### src/source/display_pkg.sv
// ***************************************
// display package
// types and segment table for the 4 digit multiplexed display
// ***************************************
package display_pkg;

	localparam int num_digits = 4; // digits on the board display

	// one BCD digit per field with thousands in the top nibble
	typedef struct packed {
		logic [3:0] thousands; // most significant digit
		logic [3:0] hundreds;
		logic [3:0] tens;
		logic [3:0] units;     // least significant digit
	} bcd_value_t;

	// segment a in bit 6 down to segment g in bit 0
	typedef logic [6:0] seg_pattern_t; // active low so a 0 lights the segment

	typedef seg_pattern_t [num_digits-1:0] digit_patterns_t; // index 0 is units

	// one slot per segment plus a dark slot between digits
	typedef enum logic [2:0] {
		slot_a,
		slot_b,
		slot_c,
		slot_d,
		slot_e,
		slot_f,
		slot_g,
		slot_blank // dead time before the next anode
	} slot_t;

	localparam seg_pattern_t blank_pattern = 7'b1111111; // every segment off

	// common anode table for 0 to 9
	function automatic seg_pattern_t bcd_to_pattern(input logic [3:0] digit);
		case (digit)
			4'd0    : return 7'b0000001; // g dark
			4'd1    : return 7'b1001111; // b and c only
			4'd2    : return 7'b0010010;
			4'd3    : return 7'b0000110;
			4'd4    : return 7'b1001100;
			4'd5    : return 7'b0100100;
			4'd6    : return 7'b0100000;
			4'd7    : return 7'b0001111;
			4'd8    : return 7'b0000000; // all lit
			4'd9    : return 7'b0000100;
			default : return blank_pattern; // not a decimal digit
		endcase
	endfunction

endpackage
### src/source/display_top.sv
// ***************************************
// display top
// counter and time sliced 4 digit seven segment driver
// ***************************************
`timescale 1ns/1ps

module display_top
	import display_pkg::*;
#(
	parameter int SLOT_BITS  = 10, // slot length is 2**SLOT_BITS cycles
	parameter int COUNT_BITS = 24  // count period needs at least SLOT_BITS + 5 bits
) (
	input  logic                  CLK,
	input  logic                  reset,
	input  logic                  load_strobe, // single cycle load
	input  bcd_value_t            load_value,  // valid with load_strobe
	output logic [num_digits-1:0] anodes,      // active high with bit 0 units
	output seg_pattern_t          segments     // active low a to g
);

	logic            slot_tick;      // end of a segment slot
	logic            count_tick;     // advance the counter
	bcd_value_t      count_value;    // counter value
	digit_patterns_t digit_patterns; // decoded patterns for all digits
	slot_t           slot;           // scanner slot
	seg_pattern_t    pattern;        // latched pattern for the digit that is on

	tick_generator #(
		.SLOT_BITS  (SLOT_BITS),
		.COUNT_BITS (COUNT_BITS)
	) tick_gen (
		.CLK        (CLK),
		.reset      (reset),
		.slot_tick  (slot_tick),
		.count_tick (count_tick)
	);

	bcd_counter counter (
		.CLK         (CLK),
		.reset       (reset),
		.count_tick  (count_tick),
		.load_strobe (load_strobe),
		.load_value  (load_value),
		.count_value (count_value)
	);

	seven_seg_decoder decoder (
		.count_value    (count_value),
		.digit_patterns (digit_patterns)
	);

	digit_scanner scanner (
		.CLK            (CLK),
		.reset          (reset),
		.slot_tick      (slot_tick),
		.digit_patterns (digit_patterns),
		.anodes         (anodes),
		.slot           (slot),
		.pattern        (pattern)
	);

	segment_sequencer sequencer (
		.CLK      (CLK),
		.reset    (reset),
		.slot     (slot),
		.pattern  (pattern),
		.segments (segments)
	);

endmodule

### src/source/segment_sequencer.sv
// ***************************************
// segment sequencer
// lights one segment of the current pattern per slot
// ***************************************
`timescale 1ns/1ps

module segment_sequencer
	import display_pkg::*;
(
	input  logic         CLK,
	input  logic         reset,
	input  slot_t        slot,    // slot now running in the scanner
	input  seg_pattern_t pattern, // latched digit pattern
	output seg_pattern_t segments // active low to the cathode pins
);

	seg_pattern_t slot_mask;     // one hot mask of the segment for this slot
	seg_pattern_t next_segments; // value for the output register

	// pick the single segment this slot may drive
	always_comb begin
		case (slot)
			slot_a  : slot_mask = 7'b1000000;
			slot_b  : slot_mask = 7'b0100000;
			slot_c  : slot_mask = 7'b0010000;
			slot_d  : slot_mask = 7'b0001000;
			slot_e  : slot_mask = 7'b0000100;
			slot_f  : slot_mask = 7'b0000010;
			slot_g  : slot_mask = 7'b0000001;
			default : slot_mask = 7'b0000000; // slot_blank keeps all dark
		endcase
	end

	// force every segment outside the mask to off
	// and pass the masked one through from the pattern
	assign next_segments = pattern | ~slot_mask;

	always_ff @(posedge CLK) begin
		if (reset) begin
			segments <= blank_pattern; // dark out of reset
		end else begin
			segments <= next_segments; // one cycle behind the slot
		end
	end

	// at most one bit of segments is ever low
	// so the current through each anode resistor
	// is that of a single segment whatever the digit

	// a segment that the pattern leaves off
	// just gives a dark slot of the same length

	// a digit therefore shows at most 7 lit slots
	// followed by the blank slot

	// slot_blank gives 2**SLOT_BITS cycles of dead time
	// before the scanner moves the anode on

	// the output is registered so the pins change
	// cleanly on CLK with no decode glitches

	// a unknown pattern before the first latch
	// is masked to all ones in slot_blank

	// decimal point and colon are not driven here
	// and stay tied off on the board

	// brightness is fixed by the slot length and the resistor
	// since every segment gets the same share of the frame

	// one segment in 32 slots is the duty cycle
	// seen by any single segment

	// this is the time sliced version of the digit multiplexing
	// with slots taking the place of whole digit times

	// segments are active low so blank is all ones

	// the slot encoding in the package fixes the order a to g

endmodule

### src/source/digit_scanner.sv
// ***************************************
// digit scanner
// steps segment slots and digits and drives the anodes
// ***************************************
`timescale 1ns/1ps

module digit_scanner
	import display_pkg::*;
(
	input  logic                  CLK,
	input  logic                  reset,
	input  logic                  slot_tick,      // advance one slot
	input  digit_patterns_t       digit_patterns, // from the decoder
	output logic [num_digits-1:0] anodes,         // active high with bit 0 units
	output slot_t                 slot,           // segment slot now running
	output seg_pattern_t          pattern         // pattern of the digit that is on
);

	localparam int DIGIT_BITS = $clog2(num_digits); // width of the digit index

	logic [DIGIT_BITS-1:0] digit;      // 0 units up to 3 thousands
	logic [DIGIT_BITS-1:0] next_digit; // digit that starts after the blank slot
	logic                  digit_end;  // slot tick that closes a digit

	assign next_digit = digit + 1'b1; // thousands wraps round to units
	assign digit_end  = slot_tick && (slot == slot_blank);

	// slot sequence a to g then blank
	always_ff @(posedge CLK) begin
		if (reset) begin
			slot <= slot_blank; // first tick opens slot_a
		end else if (slot_tick) begin
			if (slot == slot_blank) begin
				slot <= slot_a; // start of the next digit
			end else begin
				slot <= slot_t'(slot + 3'd1);
			end
		end
	end

	// digit index and one hot anode
	always_ff @(posedge CLK) begin
		if (reset) begin
			digit  <= DIGIT_BITS'(num_digits - 1); // first tick moves on to units
			anodes <= '0;                          // display dark
		end else if (digit_end) begin
			digit  <= next_digit;
			anodes <= {{(num_digits-1){1'b0}}, 1'b1} << next_digit;
		end
	end

	// pattern held for the whole digit time
	always_ff @(posedge CLK) begin
		if (digit_end) begin
			pattern <= digit_patterns[next_digit]; // latched as slot_a begins
		end
	end

	// a digit is 8 slots and a frame is 32 slots
	// so a frame is 2**(SLOT_BITS+5) cycles

	// the anode switches in the same cycle as the slot goes to slot_a
	// and the sequencer follows a cycle later
	// so segments lag the anodes by one cycle

	// the previous anode stays high through its own blank slot
	// but the sequencer holds every segment dark there
	// so no segment is lit when the anode moves on

	// before the first slot tick the anodes are all zero
	// and the slot is slot_blank so the display stays dark

	// the count strobe lands in the thousands blank slot
	// so a whole frame always shows one value

endmodule

### src/source/seven_seg_decoder.sv
// ***************************************
// seven segment decoder
// BCD digits to active low patterns with leading zero blanking
// ***************************************
`timescale 1ns/1ps

module seven_seg_decoder
	import display_pkg::*;
(
	input  bcd_value_t      count_value,
	output digit_patterns_t digit_patterns // index 0 is units
);

	logic [num_digits-1:0][3:0] digits;  // units at index 0
	logic [num_digits-1:0]      blanked; // digit dropped as a leading zero
	logic [num_digits:0]        leading; // still inside the leading zeros

	assign digits = count_value;

	// walk down from the thousands digit
	always_comb begin
		leading[num_digits] = 1'b1; // nothing above the thousands digit
		for (int i = num_digits - 1; i >= 0; i--) begin
			if (i == 0) begin
				blanked[i] = 1'b0; // units always shows
			end else begin
				blanked[i] = leading[i+1] && (digits[i] == 4'd0);
			end
			leading[i] = blanked[i];
		end
	end

	// table lookup or dark digit
	always_comb begin
		for (int i = 0; i < num_digits; i++) begin
			if (blanked[i]) begin
				digit_patterns[i] = blank_pattern;
			end else begin
				digit_patterns[i] = bcd_to_pattern(digits[i]); // 10 to 15 come back blank
			end
		end
	end

	// a zero in the middle of the number is not blanked
	// since leading drops as soon as a nonzero digit is seen
	// so 1005 reads as 1 0 0 5 and 0050 as blank blank 5 0

	// 0000 gives three blank digits and a single 0 at the units

	// a non decimal nibble also ends the leading run
	// and shows dark itself

	// purely combinational so the patterns follow count_value
	// within the same cycle

	// the scanner latches one digit at a time from this bus
	// so a change here never tears a digit that is on

	// no decimal point or colon is driven from here

endmodule

### src/source/bcd_counter.sv
// ***************************************
// bcd counter
// four digit decimal event counter with a direct load
// ***************************************
`timescale 1ns/1ps

module bcd_counter
	import display_pkg::*;
(
	input  logic       CLK,
	input  logic       reset,
	input  logic       count_tick,  // advance by one
	input  logic       load_strobe, // single cycle load request
	input  bcd_value_t load_value,  // valid with load_strobe
	output bcd_value_t count_value
);

	logic [num_digits-1:0][3:0] digits;      // current value with units at index 0
	logic [num_digits-1:0][3:0] next_digits; // value plus one
	logic [num_digits:0]        carry;       // carry into each digit

	assign digits = count_value; // same bit layout as the struct

	// ripple the increment up the digits
	always_comb begin
		carry[0] = 1'b1; // always adding one at the units
		for (int i = 0; i < num_digits; i++) begin
			if (!carry[i]) begin
				next_digits[i] = digits[i]; // no carry so hold
				carry[i+1]     = 1'b0;
			end else if (digits[i] >= 4'd9) begin
				next_digits[i] = 4'd0; // roll over and carry on
				carry[i+1]     = 1'b1;
			end else begin
				next_digits[i] = digits[i] + 4'd1;
				carry[i+1]     = 1'b0;
			end
		end
	end

	// carry out of the thousands digit is simply dropped
	// so 9999 wraps to 0000

	always_ff @(posedge CLK) begin
		if (reset) begin
			count_value <= '0; // start at 0000
		end else if (load_strobe) begin
			count_value <= load_value; // load beats a count in the same cycle
		end else if (count_tick) begin
			count_value <= bcd_value_t'(next_digits);
		end
	end

	// a load is taken without any handshake
	// and load_value is only looked at in the load cycle

	// the new value shows up one cycle after either strobe

	// a nibble above 9 from a bad load rolls to 0 on the next count
	// and reads as blank in the decoder until then

	// the carry chain is short enough at 4 digits
	// to settle well within one CLK period

	// count_value feeds the decoder directly
	// and the scanner latches the result at digit boundaries

	// the counter runs the same whether or not anything is displayed
	// since the scanner never holds it off

	// reset only clears the value and does not touch the strobes

endmodule

### src/source/tick_generator.sv
// ***************************************
// tick generator
// free running prescaler making the slot and count strobes
// ***************************************
`timescale 1ns/1ps

module tick_generator #(
	parameter int SLOT_BITS  = 10, // slot lasts 2**SLOT_BITS cycles
	parameter int COUNT_BITS = 24  // count period is 2**COUNT_BITS cycles
) (
	input  logic CLK,
	input  logic reset,
	output logic slot_tick,  // one cycle at the end of each slot
	output logic count_tick  // one cycle at the end of each count period
);

	// COUNT_BITS has to be at least SLOT_BITS + 5 so that the count
	// period is a whole number of 32 slot frames and the strobe falls
	// in the last slot of a frame

	logic [COUNT_BITS-1:0] prescale; // free running cycle count
	logic                  slot_ones;  // low slot field all ones
	logic                  count_ones; // whole prescaler all ones

	always_ff @(posedge CLK) begin
		if (reset) begin
			prescale <= '0; // both strobes stay low while held here
		end else begin
			prescale <= prescale + 1'b1; // wraps freely
		end
	end

	// enables on CLK instead of derived clocks
	assign slot_ones  = &prescale[SLOT_BITS-1:0];
	assign count_ones = &prescale;

	assign slot_tick  = slot_ones;  // every 2**SLOT_BITS cycles
	assign count_tick = count_ones; // every 2**COUNT_BITS cycles

	// a count tick always coincides with a slot tick
	// since the slot field is the low part of the same counter

	// with the board defaults at 100 MHz a slot is about 10 us
	// and the count period about 168 ms

	// the first slot tick after reset comes at cycle 2**SLOT_BITS - 1
	// which starts the units digit in the scanner

	// the first count tick comes at cycle 2**COUNT_BITS - 1
	// which is the start of the blank slot of the thousands digit
	// so the new value is ready before the next units latch

	// nothing downstream can stall this counter

endmodule

### config.mk
export PLATFORM = sky130hd
export DESIGN_NAME = display_top
export DESIGN_NICKNAME = d
export VERILOG_FILES = /design/src/source/display_pkg.sv /design/src/source/display_top.sv /design/src/source/segment_sequencer.sv /design/src/source/digit_scanner.sv /design/src/source/seven_seg_decoder.sv /design/src/source/bcd_counter.sv /design/src/source/tick_generator.sv
export SDC_FILE = /design/constraint.sdc
export NUM_CORES = 1
export LEC_CHECK = 0
export BUFFER_PORTS_ARGS = -buffer_cell sky130_fd_sc_hd__buf_2
export CORE_ASPECT_RATIO = 0.5
export CORE_MARGIN = 10
export CORE_UTILIZATION = 55
export DETAILED_ROUTE_END_ITERATION = 7
export GPL_TIMING_DRIVEN = 0
export PLACE_DENSITY = 0.73
export SKIP_LAST_GASP = 1
export SLEW_MARGIN = 20
export SYNTH_ARGS = -nofsm -noshare
export SYNTH_HDL_FRONTEND = slang
export SYNTH_SLANG_ARGS = --single-unit
### constraint.sdc
create_clock -name CLK -period 3.9 [get_ports CLK]
set_input_delay 0.78 -clock CLK [delete_from_list [all_inputs] [get_ports CLK]]
set_output_delay 0.78 -clock CLK [all_outputs]
set_load 0.02 [all_outputs]
==> run summary, run 1 <==
Worst Path Arrival = 3.61 ns
Max Fclk = 297 MHz
Post-CTS Repair Setup Buffers = 0
Synth Instances = 557
DIE AREA = 0.0134 sq mm
CP delay by family, top = simple AND/OR/NAND/NOR gates
GR Overflow Total = 0
Max-slew headroom = 33.2%
core area = 0.00871 sq mm
placed insts = 702
share of flip-flops with an asynchronous set or reset = 0%
TNS Setup = 0 ns
io pins = 30
vias in the first global route = 3850
filler-free cell count of the finished design = 718
Worst Hold Class = flip-flop to flip-flop
endpoints failing hold = 0
Routed WL = 11.4 mm
worst-path cell chain = ha_1, nand4_1, nor4_2, nand3_1, nand2_1, o21ai_0, o21ai_0, inv_1, ha_1, mux2i_1, a21oi_1
Synth cell types = 73
initial core utilization = 56.7%
first-pass GRT wire length = 18.7 mm
clk sinks = 91
EDFF count, synth = 7
CP Max Fanout = 6
antenna violations before repair = 0
clock root buffer = clkbuf_16
Design Power = 0.00211 W
Filler cells = 749
GR Util All Layers = 17.2%
Synth area leaders = dfxtp_1 (34%), ha_1 (12%), edfxtp_1 (4.3%)
Die Y = 87.0 um
cell area after layout = 0.00551 sq mm
clk_skew = 0.00877 ns
Synth Area per Inst = 8.86 sq um
post-synthesis sequential area ratio = 38.3%
CTS tree = done
most frequent cells in the layout = dfxtp_1 (84), nand2_1 (52), nor2_1 (51)
syn nets = 625
hold_sp = scanner.pattern[2]
vias per inst = 5.68
placed cell areas = 0.00522 sq mm
status = finished, final reports clean
maximum buffer depth of the clock tree = 2
multi-input gate area in the final layout = 0.00277 sq mm
Rows = 24
commonest non-fill, non-tap cell in the layout = dfxtp_1
cts hold-fix bufs = 0
Pre-Repair DR Iteration Count = 5
WS Path Type = flip-flop to flip-flop
Slew @ Worst Pin = 0.992 ns
worst skew pair latency = 0.35 ns
Worst setup startpoint = tick_gen.prescale[0]
largest net degree at the start of global routing = 18
detailed-route via count = 4076
post-DP HPWL = 8.67 mm
CP endpoint kind = flip-flop
CP max-delay cell = nor4_2
WP data required = 4.14 ns
port bufs = 28
Mapped Area = 0.00493 sq mm
PD cells = 384 mW/mm^2
post_cts resized = 0
share of layout cells above drive strength 1 = 11.8%
Max Cap Viol = 0
Starting DRT DRC Count = 301
worst r2r src = tick_gen.prescale[0]
clock-pin transition on the worst setup and hold timing paths = 0.07 ns
Nets = 664
Die Wd = 154 um
Top FF cell, synth = dfxtp_1
H-tree levels = 3
FF+latch count, synth = 91
crit path buf inv count = 1
min cycle time layout = 3.37 ns
FF/Latch Area = 0.00189 sq mm
Area Growth Syn to Fin = 11.6%
TritonCTS buffer count = 9
RSZ-0062 raised after global routing = false
post-route ant nets = 0
leakage power = 2.34 nW
gpl congestion = 0.916
Max VDD drop = 249 uV
Final Max Slew Viols = 0
final antenna diode count = 0
Startpoint Class = flip-flop
area share of the leading cell type in the synthesized netlist = 34.1%
final worst-path cycle share = 86.4%
flop-to-flop setup slack = 0.53 ns
post-synth top area cell = dfxtp_1
warnings from Yosys = 0
Avg WL per Cell = 15.9 um
final setup fails = 0
DRC = 0
max incr delay on CP = 0.69 ns
==> path summary, 6_finish.rpt <==
| check | end | cells past startpoint |
|---|---|---|
| setup / recovery | flip-flop | 11 |
| hold / removal | sequencer.segments[2] | 1 |
| setup reg to reg | flip-flop | 11 |
| hold reg to reg | sequencer.segments[2] | 1 |
==> per-layer routing <==
layer / part of all wire [%] / vias to the layer above / track usage, %
met4: 1.1 / 0 / 5.80
met3: 6.6 / 15 / 4.44
li1: - / 2052 / -
met1: 49 / 1907 / 22.4
met5: 0 / - / 0
met2: 43 / 102 / 27.2
==> Yosys cell counts (10+ instances only) <==
library cell and count:
a21oi_1 29, clkbuf_1 11, dfxtp_1 84, ha_1 49, inv_1 42, nand2_1 52
nand3_1 19, nor2_1 51, o21ai_0 18, o221ai_1 16, or3_1 10, xor2_1 12
==> area by class of cell <==
cell class | count | area share (%)
Multi-Input combinational cell | 400 | 50.2
Sequential cell | 91 | 34.4
Clock buffer | 9 | 4.09
Inverter | 44 | 3.00
Tap cell | 117 | 2.66
Timing Repair Buffer | 28 | 2.55
Buffer | 22 | 2.00
Clock inverter | 7 | 1.09
==> per-stage QoR <==
stage	hold slack [ns]	setup WS, ns	utilization, %
floorplan	0.405	1.03	-
global placement	0.412	0.481	59.9
detailed placement	0.424	0.465	59.9
CTS	0.433	0.564	63.2
global route	0.440	0.213	63.2
finish	0.429	0.530	63.2
==> where the power goes <==
part	switching, W	leakage (nW)	internal, W
sequential	0.0000353	0.753	0.000994
combinational	0.000148	1.46	0.0000988
clock	0.000394	0.136	0.000443
==> cell families after synthesis <==
group	share of synthesized area [%]
XOR/XNOR	3.37
adder cells (fa/ha/maj)	12.4
buffers and inverters	5.58
flip-flops	38.3
AO/OA/AOI/OAI	18.3
multiplexers	0.812
AND/OR/NAND/NOR	21.2
(Power assumes the default switching activity.)
==> inputs of run 2 (changes only) <==
Settings changed: ABC_AREA from default to 0, CAP_MARGIN from default to 20, CELL_PAD_IN_SITES_DETAIL_PLACEMENT from default to 0, CELL_PAD_IN_SITES_GLOBAL_PLACEMENT from default to 1, CORE_UTILIZATION 55 to 47, PLACE_DENSITY 0.73 to default, PLACE_DENSITY_LB_ADDON from default to 0.1.
==> run summary, run 2 (synthesis gave the netlist of run 1 again) <==
pre-CTS WS = 0.346 ns (was 0.465 ns)
DIE AREA = 0.0152 sq mm (was 0.0134 sq mm)
gpl congestion = 0.824 (was 0.916)
vias in the first global route = 3786 (was 3850)
Starting DRT DRC Count = 235 (was 301)
Worst Path Arrival = 3.66 ns (was 3.61 ns)
Avg WL per Cell = 15.6 um (was 15.9 um)
vias per inst = 5.34 (was 5.68)
cells on worst reg2reg path = 10 (was 11)
Rows = 26 (was 24)
worst hold path cell count = 1 (unchanged)
maximum buffer depth of the clock tree = 2 (unchanged)
Die Y = 92.4 um (was 87.0 um)
Die Wd = 165 um (was 154 um)
GR Util All Layers = 15.7% (was 17.2%)
cell area after layout = 0.00559 sq mm (was 0.00551 sq mm)
worst skew pair latency = 0.34 ns (was 0.35 ns)
CP endpoint kind = flip-flop (unchanged)
final worst-path cycle share = 87.3% (was 86.4%)
final setup fails = 0 (unchanged)
post-DP HPWL = 8.90 mm (was 8.67 mm)
worst setup margin = 0.497 ns (was 0.530 ns)
Pint = 0.00173 W (was 0.00154 W)
post_cts resized = 0 (unchanged)
CP Max Fanout = 6 (unchanged)
H-tree levels = 3 (unchanged)
sequential power share = 45.3% (was 48.7%)
RSZ-0062 raised after global routing = false (unchanged)
first-pass GRT wire length = 19.3 mm (was 18.7 mm)
WP data required = 4.16 ns (was 4.14 ns)
status = finished, final reports clean (unchanged)
endpoints failing hold = 0 (unchanged)
min cycle time layout = 3.40 ns (was 3.37 ns)
placed cell areas = 0.00525 sq mm (was 0.00522 sq mm)
PD cells = 406 mW/mm^2 (was 384 mW/mm^2)
share of layout cells above drive strength 1 = 11.5% (was 11.8%)
Nets = 664 (unchanged)
Hold Slack = 0.432 ns (was 0.429 ns)
port bufs = 28 (unchanged)
Area Growth Syn to Fin = 13.3% (was 11.6%)
Routed WL = 11.6 mm (was 11.4 mm)
antenna violations before repair = 0 (unchanged)
Max Cap Viol = 0 (unchanged)
Sw Share = 24.1% (was 27.3%)
initial core utilization = 48.3% (was 56.7%)
clk_skew = 0.00678 ns (was 0.00877 ns)
cts hold-fix bufs = 0 (unchanged)
NetSw = 0.000547 W (was 0.000578 W)
Post-CTS Repair Setup Buffers = 0 (unchanged)
Startpoint Class = flip-flop (unchanged)
final antenna diode count = 0 (unchanged)
Max-slew headroom = 27.6% (was 33.2%)
clock root buffer = clkbuf_16 (unchanged)
Slew @ Worst Pin = 1.08 ns (was 0.992 ns)
detailed-route via count = 3960 (was 4076)
most frequent cells in the layout = dfxtp_1 (84), nand2_1 (52), nor2_1 (51) (unchanged)
Max Fclk = 294 MHz (was 297 MHz)
largest net degree at the start of global routing = 16 (was 18)
Final Max Slew Viols = 0 (unchanged)
io pins = 30 (unchanged)
clk sinks = 91 (unchanged)
final core occ = 54.7% (was 63.2%)
commonest non-fill, non-tap cell in the layout = dfxtp_1 (unchanged)
Worst Hold Class = flip-flop to flip-flop (unchanged)
TNS Setup = 0 ns (unchanged)
Pre-Repair DR Iteration Count = 4 (was 5)
GR Overflow Total = 0 (unchanged)
post-route ant nets = 0 (unchanged)
CTS tree = done (unchanged)
power share of the combinational group = 10.9% (was 11.7%)
core area = 0.0102 sq mm (was 0.00871 sq mm)
DRC = 0 (unchanged)
clock-pin transition on the worst setup and hold timing paths = 0.07 ns (about the same)
WS Path Type = flip-flop to flip-flop (unchanged)
Max VDD drop = 197 uV (was 249 uV)
TritonCTS buffer count = 9 (unchanged)
Clock power frac = 43.8% (was 39.6%)
leakage power = 2.37 nW (was 2.34 nW)
-- run 2: power groups by stage --
stage | sequential [W] | clock, W | combinational (W)
floorplan | 0.00103 | 0 | 0.000184
global placement | 0.00105 | 0 | 0.000245
detailed placement | 0.00105 | 0 | 0.000246
CTS | 0.00103 | 0.00102 | 0.000248
global route | 0.00103 | 0.00106 | 0.000281
finish | 0.00103 | 0.000996 | 0.000248
-- run 2: final cells by class --
type | instances | area, sq um
clock inverter | 5 | 110
timing repair buffer | 28 | 140
inverter | 44 | 165
buffer | 22 | 110
tap | 140 | 175
multi-input combinational | 400 | 2770
fill | 991 | 4620
sequential | 91 | 1890
clock buffer | 11 | 233
-- run 2: worst paths after layout --
kind | startpoint | to | slack, ns
max | tick_gen.prescale[0] | decoder.digit_patterns[3] | 0.50
min | scanner.pattern[4] | sequencer.segments[4] | 0.43
max reg2reg | tick_gen.prescale[0] | decoder.digit_patterns[3] | 0.50
min reg2reg | scanner.pattern[4] | sequencer.segments[4] | 0.43
-- run 2: through the flow --
step	instances	power, W
floorplan	557	0.00122
global placement	725	0.00129
detailed placement	725	0.00129
CTS	741	0.00230
global route	741	0.00237
finish	741	0.00227
-- run 2: metal layers --
layer | routed length (um) | vias up | part of all wire, % | GRT usage [%]
li1 | - | 2045 | - | -
met1 | 5860 | 1835 | 51 | 21.6
met2 | 4810 | 74 | 42 | 23.5
met3 | 888 | 6 | 7.7 | 4.86
met4 | 29 | 0 | 0.25 | 3.96
met5 | 0 | - | 0 | 0
-- run 2: worst max-delay path: stages (launching register included) --
cell and delay (ns):
dfxtp_1 0.35, ha_1 0.23, nand4_1 0.18, nor4_2 0.68, nand2_1 0.24, and3_1 0.22, a211oi_1 0.69, ha_1 0.36
inv_1 0.07, nand3_1 0.10, a31oi_1 0.21
